<file path="src/l2_bus_pkg.sv">
`default_nettype none

package l2_bus_pkg;

    localparam int LINE_W     = 256;
    localparam int BEAT_W     = 64;
    localparam int BEATS      = LINE_W / BEAT_W;    // Beats per cache line
    localparam int LINE_BYTES = LINE_W / 8;
    localparam int BEAT_BYTES = BEAT_W / 8;

    typedef logic [LINE_W-1:0]     line_t;
    typedef logic [LINE_BYTES-1:0] line_strb_t;
    typedef logic [BEAT_W-1:0]     beat_t;
    typedef logic [BEAT_BYTES-1:0] beat_strb_t;
    typedef logic [31:0]           addr_t;          // Byte address
    typedef logic [2:0]            size_t;          // log2 of bytes per transfer
    typedef logic [7:0]            len_t;           // Beats in burst minus one
    typedef logic [1:0]            resp_t;

    localparam resp_t RESP_OKAY   = 2'd0;
    localparam resp_t RESP_SLVERR = 2'd2;

    typedef enum logic [1:0] {
        ST_IDLE,
        ST_READ,
        ST_WRITE
    } serdes_state_t;

    typedef enum logic [1:0] {
        SR_IDLE,
        SR_READ,
        SR_WRITE,
        SR_RESP
    } sram_state_t;

    // Request size to burst length, anything up to 8 bytes is one beat
    function automatic len_t size_to_len(input size_t size);
        len_t len;
        case (size)
            3'd4:    len = 8'd1;                        // 16 bytes in two beats
            3'd5:    len = 8'd3;                        // Whole line
            default: len = 8'd0;
        endcase
        return len;
    endfunction

    // Beat size never exceeds the 8-byte bus
    function automatic size_t size_to_beat_size(input size_t size);
        size_t beat_size;
        if (size >= 3'd3) begin
            beat_size = 3'd3;
        end else begin
            beat_size = size;
        end
        return beat_size;
    endfunction

endpackage

`default_nettype wire

</file>
<file path="src/burst_bus_if.sv">
`default_nettype none

interface burst_bus_if;
    import l2_bus_pkg::*;

    // Read address
    logic       ar_valid;
    logic       ar_ready;
    addr_t      ar_addr;
    len_t       ar_len;
    size_t      ar_size;
    // Write address
    logic       aw_valid;
    logic       aw_ready;
    addr_t      aw_addr;
    len_t       aw_len;
    size_t      aw_size;
    // Write data
    logic       w_valid;
    logic       w_ready;
    beat_t      w_data;
    beat_strb_t w_strb;
    logic       w_last;
    // Read data, always accepted by the master
    logic       r_valid;
    beat_t      r_data;
    resp_t      r_resp;
    logic       r_last;
    // Write response
    logic       b_valid;
    logic       b_ready;
    resp_t      b_resp;

    modport master (
        output ar_valid, ar_addr, ar_len, ar_size,
        output aw_valid, aw_addr, aw_len, aw_size,
        output w_valid, w_data, w_strb, w_last,
        output b_ready,
        input  ar_ready, aw_ready, w_ready,
        input  r_valid, r_data, r_resp, r_last,
        input  b_valid, b_resp
    );

    modport slave (
        input  ar_valid, ar_addr, ar_len, ar_size,
        input  aw_valid, aw_addr, aw_len, aw_size,
        input  w_valid, w_data, w_strb, w_last,
        input  b_ready,
        output ar_ready, aw_ready, w_ready,
        output r_valid, r_data, r_resp, r_last,
        output b_valid, b_resp
    );

endinterface

`default_nettype wire

</file>
<file path="src/line_serdes.sv">
`default_nettype none

module line_serdes (
    input  logic                   i_clk,
    input  logic                   i_nrst,
    // Line read request
    input  logic                   i_ar_valid,
    input  l2_bus_pkg::addr_t      i_ar_addr,
    input  l2_bus_pkg::size_t      i_ar_size,
    output logic                   o_ar_ready,
    // Line write request
    input  logic                   i_aw_valid,
    input  l2_bus_pkg::addr_t      i_aw_addr,
    input  l2_bus_pkg::size_t      i_aw_size,
    input  l2_bus_pkg::line_t      i_w_data,
    input  l2_bus_pkg::line_strb_t i_w_strb,
    output logic                   o_aw_ready,
    output logic                   o_w_ready,
    // Assembled read line
    output logic                   o_r_valid,
    output l2_bus_pkg::line_t      o_r_data,
    output l2_bus_pkg::resp_t      o_r_resp,
    // Write response
    input  logic                   i_b_ready,
    output logic                   o_b_valid,
    output l2_bus_pkg::resp_t      o_b_resp,
    burst_bus_if.master            mem
);
    import l2_bus_pkg::*;

    serdes_state_t    state, state_nxt;
    line_t            line_q, line_nxt;      // Write shift register or read assembly
    line_strb_t       strb_q, strb_nxt;
    logic [BEATS-1:0] rsel, rsel_nxt;        // One-hot slot for the next read beat
    len_t             rem, rem_nxt;          // Beats left after the current one
    logic             b_wait, b_wait_nxt;
    logic             idle;
    logic             ar_req;
    logic             aw_req;
    logic             last_beat;
    line_t            line_merged;

    assign idle      = (state == ST_IDLE);
    assign ar_req    = i_ar_valid && idle;
    assign aw_req    = i_aw_valid && !i_ar_valid && idle;   // Reads win a tie
    assign last_beat = (rem == '0);

    // Incoming beat placed into its slot of the line
    always_comb begin
        line_merged = line_q;
        for (int i = 0; i < BEATS; i++) begin
            if (rsel[i]) begin
                line_merged[i*BEAT_W +: BEAT_W] = mem.r_data;
            end
        end
    end

    always_comb begin
        state_nxt  = state;
        line_nxt   = line_q;
        strb_nxt   = strb_q;
        rsel_nxt   = rsel;
        rem_nxt    = rem;
        b_wait_nxt = b_wait;

        if (mem.b_valid && i_b_ready) begin
            b_wait_nxt = 1'b0;
        end

        case (state)
            ST_IDLE: begin
                if (ar_req && mem.ar_ready) begin
                    state_nxt = ST_READ;
                    line_nxt  = '0;                     // Untransferred beats read as zero
                    rsel_nxt  = {{(BEATS-1){1'b0}}, 1'b1};
                    rem_nxt   = size_to_len(i_ar_size);
                end else if (aw_req && mem.aw_ready) begin
                    state_nxt = ST_WRITE;
                    line_nxt  = i_w_data;
                    strb_nxt  = i_w_strb;
                    rem_nxt   = size_to_len(i_aw_size);
                end
            end
            ST_READ: begin
                if (mem.r_valid) begin
                    line_nxt = line_merged;
                    rsel_nxt = {rsel[BEATS-2:0], 1'b0};
                    if (last_beat) begin
                        state_nxt = ST_IDLE;
                    end else begin
                        rem_nxt = rem - 1'b1;
                    end
                end
            end
            ST_WRITE: begin
                if (mem.w_ready) begin
                    // Next beat moves down to the low end
                    line_nxt = {{BEAT_W{1'b0}}, line_q[LINE_W-1:BEAT_W]};
                    strb_nxt = {{BEAT_BYTES{1'b0}}, strb_q[LINE_BYTES-1:BEAT_BYTES]};
                    if (last_beat) begin
                        state_nxt  = ST_IDLE;
                        b_wait_nxt = 1'b1;
                    end else begin
                        rem_nxt = rem - 1'b1;
                    end
                end
            end
            default: state_nxt = ST_IDLE;
        endcase
    end

    always_ff @(posedge i_clk or negedge i_nrst) begin
        if (!i_nrst) begin
            state  <= ST_IDLE;
            rsel   <= '0;
            rem    <= '0;
            b_wait <= 1'b0;
        end else begin
            state  <= state_nxt;
            rsel   <= rsel_nxt;
            rem    <= rem_nxt;
            b_wait <= b_wait_nxt;
        end
    end

    always_ff @(posedge i_clk) begin
        line_q <= line_nxt;
        strb_q <= strb_nxt;
    end

    // Narrow bus requests
    assign mem.ar_valid = ar_req;
    assign mem.ar_addr  = i_ar_addr;
    assign mem.ar_len   = size_to_len(i_ar_size);
    assign mem.ar_size  = size_to_beat_size(i_ar_size);
    assign mem.aw_valid = aw_req;
    assign mem.aw_addr  = i_aw_addr;
    assign mem.aw_len   = size_to_len(i_aw_size);
    assign mem.aw_size  = size_to_beat_size(i_aw_size);
    assign mem.w_valid  = (state == ST_WRITE);
    assign mem.w_data   = line_q[BEAT_W-1:0];
    assign mem.w_strb   = strb_q[BEAT_BYTES-1:0];
    assign mem.w_last   = (state == ST_WRITE) && last_beat;
    assign mem.b_ready  = i_b_ready;

    // Cache side
    assign o_ar_ready = mem.ar_ready && idle;
    assign o_aw_ready = mem.aw_ready && idle && !i_ar_valid;
    assign o_w_ready  = (state == ST_WRITE) && mem.w_ready && last_beat;
    assign o_r_valid  = (state == ST_READ) && mem.r_valid && mem.r_last;
    assign o_r_data   = line_merged;
    assign o_r_resp   = mem.r_resp;
    assign o_b_valid  = mem.b_valid && b_wait;
    assign o_b_resp   = mem.b_resp;

    // Memory only returns beats while a read burst is open here
    a_r_in_read: assert property (@(posedge i_clk) disable iff (!i_nrst)
        mem.r_valid |-> state == ST_READ);

    // Memory closes the burst on the same beat as the local count
    a_w_last: assert property (@(posedge i_clk) disable iff (!i_nrst)
        mem.w_valid && mem.w_ready && last_beat |=> mem.b_valid);

endmodule

`default_nettype wire

</file>
<file path="src/flat_wrapper.sv">
// flat-port wrapper written by rule: the top's interface ports become plain ports
module line_serdes_flat import l2_bus_pkg::*;
  (i_clk, i_nrst, i_ar_valid, i_ar_addr, i_ar_size, o_ar_ready, i_aw_valid, i_aw_addr, i_aw_size, i_w_data, i_w_strb, o_aw_ready, o_w_ready, o_r_valid, o_r_data, o_r_resp, i_b_ready, o_b_valid, o_b_resp, mem_ar_valid, mem_ar_addr, mem_ar_len, mem_ar_size, mem_aw_valid, mem_aw_addr, mem_aw_len, mem_aw_size, mem_w_valid, mem_w_data, mem_w_strb, mem_w_last, mem_b_ready, mem_ar_ready, mem_aw_ready, mem_w_ready, mem_r_valid, mem_r_data, mem_r_resp, mem_r_last, mem_b_valid, mem_b_resp);
  burst_bus_if mem_i ();
  input  logic i_clk;
  input  logic i_nrst;
  input  logic i_ar_valid;
  input  l2_bus_pkg::addr_t i_ar_addr;
  input  l2_bus_pkg::size_t i_ar_size;
  output logic o_ar_ready;
  input  logic i_aw_valid;
  input  l2_bus_pkg::addr_t i_aw_addr;
  input  l2_bus_pkg::size_t i_aw_size;
  input  l2_bus_pkg::line_t i_w_data;
  input  l2_bus_pkg::line_strb_t i_w_strb;
  output logic o_aw_ready;
  output logic o_w_ready;
  output logic o_r_valid;
  output l2_bus_pkg::line_t o_r_data;
  output l2_bus_pkg::resp_t o_r_resp;
  input  logic i_b_ready;
  output logic o_b_valid;
  output l2_bus_pkg::resp_t o_b_resp;
  output wire logic [$bits(mem_i.ar_valid)-1:0] mem_ar_valid;
  output wire logic [$bits(mem_i.ar_addr)-1:0] mem_ar_addr;
  output wire logic [$bits(mem_i.ar_len)-1:0] mem_ar_len;
  output wire logic [$bits(mem_i.ar_size)-1:0] mem_ar_size;
  output wire logic [$bits(mem_i.aw_valid)-1:0] mem_aw_valid;
  output wire logic [$bits(mem_i.aw_addr)-1:0] mem_aw_addr;
  output wire logic [$bits(mem_i.aw_len)-1:0] mem_aw_len;
  output wire logic [$bits(mem_i.aw_size)-1:0] mem_aw_size;
  output wire logic [$bits(mem_i.w_valid)-1:0] mem_w_valid;
  output wire logic [$bits(mem_i.w_data)-1:0] mem_w_data;
  output wire logic [$bits(mem_i.w_strb)-1:0] mem_w_strb;
  output wire logic [$bits(mem_i.w_last)-1:0] mem_w_last;
  output wire logic [$bits(mem_i.b_ready)-1:0] mem_b_ready;
  input wire logic [$bits(mem_i.ar_ready)-1:0] mem_ar_ready;
  input wire logic [$bits(mem_i.aw_ready)-1:0] mem_aw_ready;
  input wire logic [$bits(mem_i.w_ready)-1:0] mem_w_ready;
  input wire logic [$bits(mem_i.r_valid)-1:0] mem_r_valid;
  input wire logic [$bits(mem_i.r_data)-1:0] mem_r_data;
  input wire logic [$bits(mem_i.r_resp)-1:0] mem_r_resp;
  input wire logic [$bits(mem_i.r_last)-1:0] mem_r_last;
  input wire logic [$bits(mem_i.b_valid)-1:0] mem_b_valid;
  input wire logic [$bits(mem_i.b_resp)-1:0] mem_b_resp;
  assign mem_ar_valid = mem_i.ar_valid;
  assign mem_ar_addr = mem_i.ar_addr;
  assign mem_ar_len = mem_i.ar_len;
  assign mem_ar_size = mem_i.ar_size;
  assign mem_aw_valid = mem_i.aw_valid;
  assign mem_aw_addr = mem_i.aw_addr;
  assign mem_aw_len = mem_i.aw_len;
  assign mem_aw_size = mem_i.aw_size;
  assign mem_w_valid = mem_i.w_valid;
  assign mem_w_data = mem_i.w_data;
  assign mem_w_strb = mem_i.w_strb;
  assign mem_w_last = mem_i.w_last;
  assign mem_b_ready = mem_i.b_ready;
  assign mem_i.ar_ready = mem_ar_ready;
  assign mem_i.aw_ready = mem_aw_ready;
  assign mem_i.w_ready = mem_w_ready;
  assign mem_i.r_valid = mem_r_valid;
  assign mem_i.r_data = mem_r_data;
  assign mem_i.r_resp = mem_r_resp;
  assign mem_i.r_last = mem_r_last;
  assign mem_i.b_valid = mem_b_valid;
  assign mem_i.b_resp = mem_b_resp;
  line_serdes u_core (.i_clk(i_clk), .i_nrst(i_nrst), .i_ar_valid(i_ar_valid), .i_ar_addr(i_ar_addr), .i_ar_size(i_ar_size), .o_ar_ready(o_ar_ready), .i_aw_valid(i_aw_valid), .i_aw_addr(i_aw_addr), .i_aw_size(i_aw_size), .i_w_data(i_w_data), .i_w_strb(i_w_strb), .o_aw_ready(o_aw_ready), .o_w_ready(o_w_ready), .o_r_valid(o_r_valid), .o_r_data(o_r_data), .o_r_resp(o_r_resp), .i_b_ready(i_b_ready), .o_b_valid(o_b_valid), .o_b_resp(o_b_resp), .mem(mem_i));
endmodule
</file>
<file path="config.mk">
export PLATFORM = sky130hd
export DESIGN_NAME = line_serdes_flat
export DESIGN_NICKNAME = d
export VERILOG_FILES = /design/src/l2_bus_pkg.sv /design/src/burst_bus_if.sv /design/src/line_serdes.sv /design/src/flat_wrapper.sv
export SDC_FILE = /design/constraint.sdc
export NUM_CORES = 1
export LEC_CHECK = 0
export ABC_AREA = 1
export BUFFER_PORTS_ARGS = -buffer_cell sky130_fd_sc_hd__clkbuf_2
export CAP_MARGIN = 20
export CORE_AREA = 2 2 336 338
export DETAILED_ROUTE_END_ITERATION = 6
export DIE_AREA = 0 0 338 340
export SLEW_MARGIN = 20
export SYNTH_ARGS = -nofsm -noshare
export SYNTH_HDL_FRONTEND = slang
export SYNTH_SLANG_ARGS = --single-unit
</file>
<file path="constraint.sdc">
create_clock -name i_clk -period 13.89 [get_ports i_clk]
set_input_delay 1.389 -clock i_clk [delete_from_list [all_inputs] [get_ports i_clk]]
set_output_delay 1.389 -clock i_clk [all_outputs]
set_load 0.02 [all_outputs]
</file>
==> impl_metrics.ini <==
[outcome]
status = complete, no violations

[floorplanning]
dieWidth_um = 338
die_height_um = 340
io_pins = 865
die-area_um2 = 115000
rows = 123
start_util_pct = 17.1
fp.coreArea_um2 = 112000

[clocking]
post_cts_buffers = 0
clk_latency_ns = 0.57
root_buffer = clkbuf_16
clk_pin_slew_worst_paths_ns = 0.05
htree_levels = 2
ctsLongestPathBuffers = 3
post_cts_resized = 0
hold_buffers = 0
cts_tree = done
cts_sinks = 303
cts_made_buffers = 40

[place]
dpl.cell_count = 4286
portBuffers = 714
dp_slack_ns = 8.24
dp_hpwl_um = 69800
gp_congestion = 0.929

[global_route]
gr-total-overflow = 0
grt_usage_pct = 15.9
grt_pass1_vias = 18200
grt_max_degree = 150
antenna_found_initial = 26
grt_pass1_wl_um = 131000

[power]
clockPowerShare_pct = 14.4
powerDensity_nw_per_um2 = 286
seq_power_share_pct = 29.8
power.switching_mw = 3.55
p_leak_nw = 10.9
ir_worst_vdd_uv = 153
power_switching_share_pct = 51.4
internal_power_mw = 3.35
pwr-share-comb_pct = 55.8

[detailed_routing]
ant_nets = 0
wl_met2_um = 43300
drtIter0Drc = 1546
vias = 19100
viasPerCell = 4.38
highest_layer = met5
wl_per_cell_um = 22.1
drc = 0
route.met3.wl_um = 10400
firstDrtPassIters = 6
finalWirelength_um = 96600
drt-met1-wl_um = 38900

[sta]
fin_ws_ns = 8.91
finalHoldViolCount = 0
slew_violations = 0
fmax_ghz = 0.201
setup_tns_ns = 0
tightest_slew_ns = 1.20
relSlewSlack_pct = 20.0
period_needed_ns = 4.98
post-route-period-util_pct = 35.8
rsz0062_at_grt = no
setup_viol = 0
finClkSkew_ns = 0.0105

[logic_synthesis]
synth_area_per_cell_um2 = 8.10
ys_warn_count = 0
syn_area_um2 = 19100
synth_cell_types = 37
ys_seq_area_share_pct = 47.2
yosys-top-cells-area = edfxtp_1 45%, nand2_1 17%, nand3_1 7.4%, buf_4 6.5%, inv_1 3.6%
synth_top_cell_area_share_pct = 45.2
synth_cells = 2361
synth_top_cell_by_area = edfxtp_1
ys_seq_elements = 303

[setup_path]
required_ns = 14.08
crit_path_max_fanout = 74
cp-start-kind = flop
r2r-start = u_core.state[0]
r2r_end = u_core.line_q[94]
worstPathArrival_ns = 5.17
critical_path_class = flop to flop
cp-end-kind = flop
worst-r2r-cell-count = 8
r2r_slack_ns = 8.91

[hold_path]
hold_depth = 2
worst_hold_path_type = flop to flop
min_from = u_core.b_wait
hold-path-endpoint = u_core.b_wait

[layout]
syn_to_final_growth_pct = 26.0
utilization_pct = 21.6
final_common_cell = nand2_1
final-instance-count-excl-fill = 4365
register_area_um2 = 9040
final_cell_mix = 890 x nand2_1, 714 x clkbuf_2, 288 x edfxtp_1, 284 x nand3_1, 181 x inv_1
n_fill_cell = 12500
multi_input_area_um2 = 7500
drive_above_1_share_pct = 28.3
final_nets = 3271

[run]
cap_viol_max_count = 0
[worst max-delay path by stage]
stage                               start  depth (start not counted)           endpoint
after CTS                 u_core.state[0]                          8  u_core.line_q[94]
final                     u_core.state[0]                          8  u_core.line_q[94]
after floorplan               mem_r_valid                          7   u_core.line_q[0]
after detailed placement       i_ar_valid                          7  u_core.line_q[94]
after global routing      u_core.state[0]                          8  u_core.line_q[94]
after global placement         i_ar_valid                          7  u_core.line_q[94]
[metal layers]
| metal | vias up | GRT usage, % |
|---|---|---|
| met5 | - | 0 |
| li1 | 8751 | - |
| met1 | 9096 | 19.4 |
| met2 | 1060 | 25.1 |
| met3 | 198 | 5.78 |
| met4 | 18 | 6.38 |
[critical path, stage by stage, from the launching register on]
cell      delay, ns
dfrtp_1        0.41
inv_1          0.10
ha_1           0.47
nand3_4        0.58
nand3_2        0.28
nand3b_1       0.46
inv_8          0.58
buf_4          0.72
buf_4          0.78
[per-stage QoR]
stage | hold slack, ns | total power [mW] | area, um^2
2_1_floorplan | 0.452 | 4.66 | 19200
3_3_place_gp | 0.473 | 5.92 | 22900
3_5_place_dp | 0.495 | 5.94 | 22900
6_report | 0.508 | 6.90 | 24100
4_1_cts | 0.506 | 6.97 | 24100
5_1_grt | 0.533 | 7.33 | 24100
[cell type report]
cell class,instances,share of cell area [%]
clock inverters,19,0.498
well taps,1500,7.79
flip-flops and latches,303,37.5
clock buffers,50,4.40
multi-input cells,1559,31.1
inverters,189,3.06
diodes,10,0.104
repair buffers,735,15.5
[flip-flops by register name (all words and copies together) (netlist names)]
name and count:
u_core.line_q 256, u_core.strb_q 32, u_core.rem 8, u_core.rsel 4, u_core.state 2, u_core.b_wait 1
[cell usage after synthesis, drive strengths merged]
master    n
edfxtp  288
ha        6
a32o     64
inv     188
o211ai   68
o21ai   111
or2       1
a21oi     4
nor2     24
xnor2     3
clkinv    1
and2     28
clkbuf   46
nand2   892
nor3      2
dfrtp    15
buf     277
xor2      1
nand3b    1
conb      1
o221ai   41
o21a     13
nand3   286
[cells by family after synthesis]
logic type                 Yosys count  share of synthesized area [%]
and+or+nand+nor                   1234                           26.7
DFF                                303                           47.2
AOI/OAI and AO/OA                  301                           11.5
buffers and inverters              512                           14.1
adders and majority gates            6                          0.392
xor gates and xnor gates             4                          0.183
other                                1                         0.0196
[power groups by stage]
stage	clock [mW]	combinational [mW]	sequential, mW
after CTS	1.03	3.89	2.05
after floorplan	0	2.60	2.06
after global placement	0	3.87	2.05
after global routing	1.06	4.17	2.11
after detailed placement	0	3.88	2.06
final	0.992	3.85	2.05
Power figures use the tool's default switching activity.
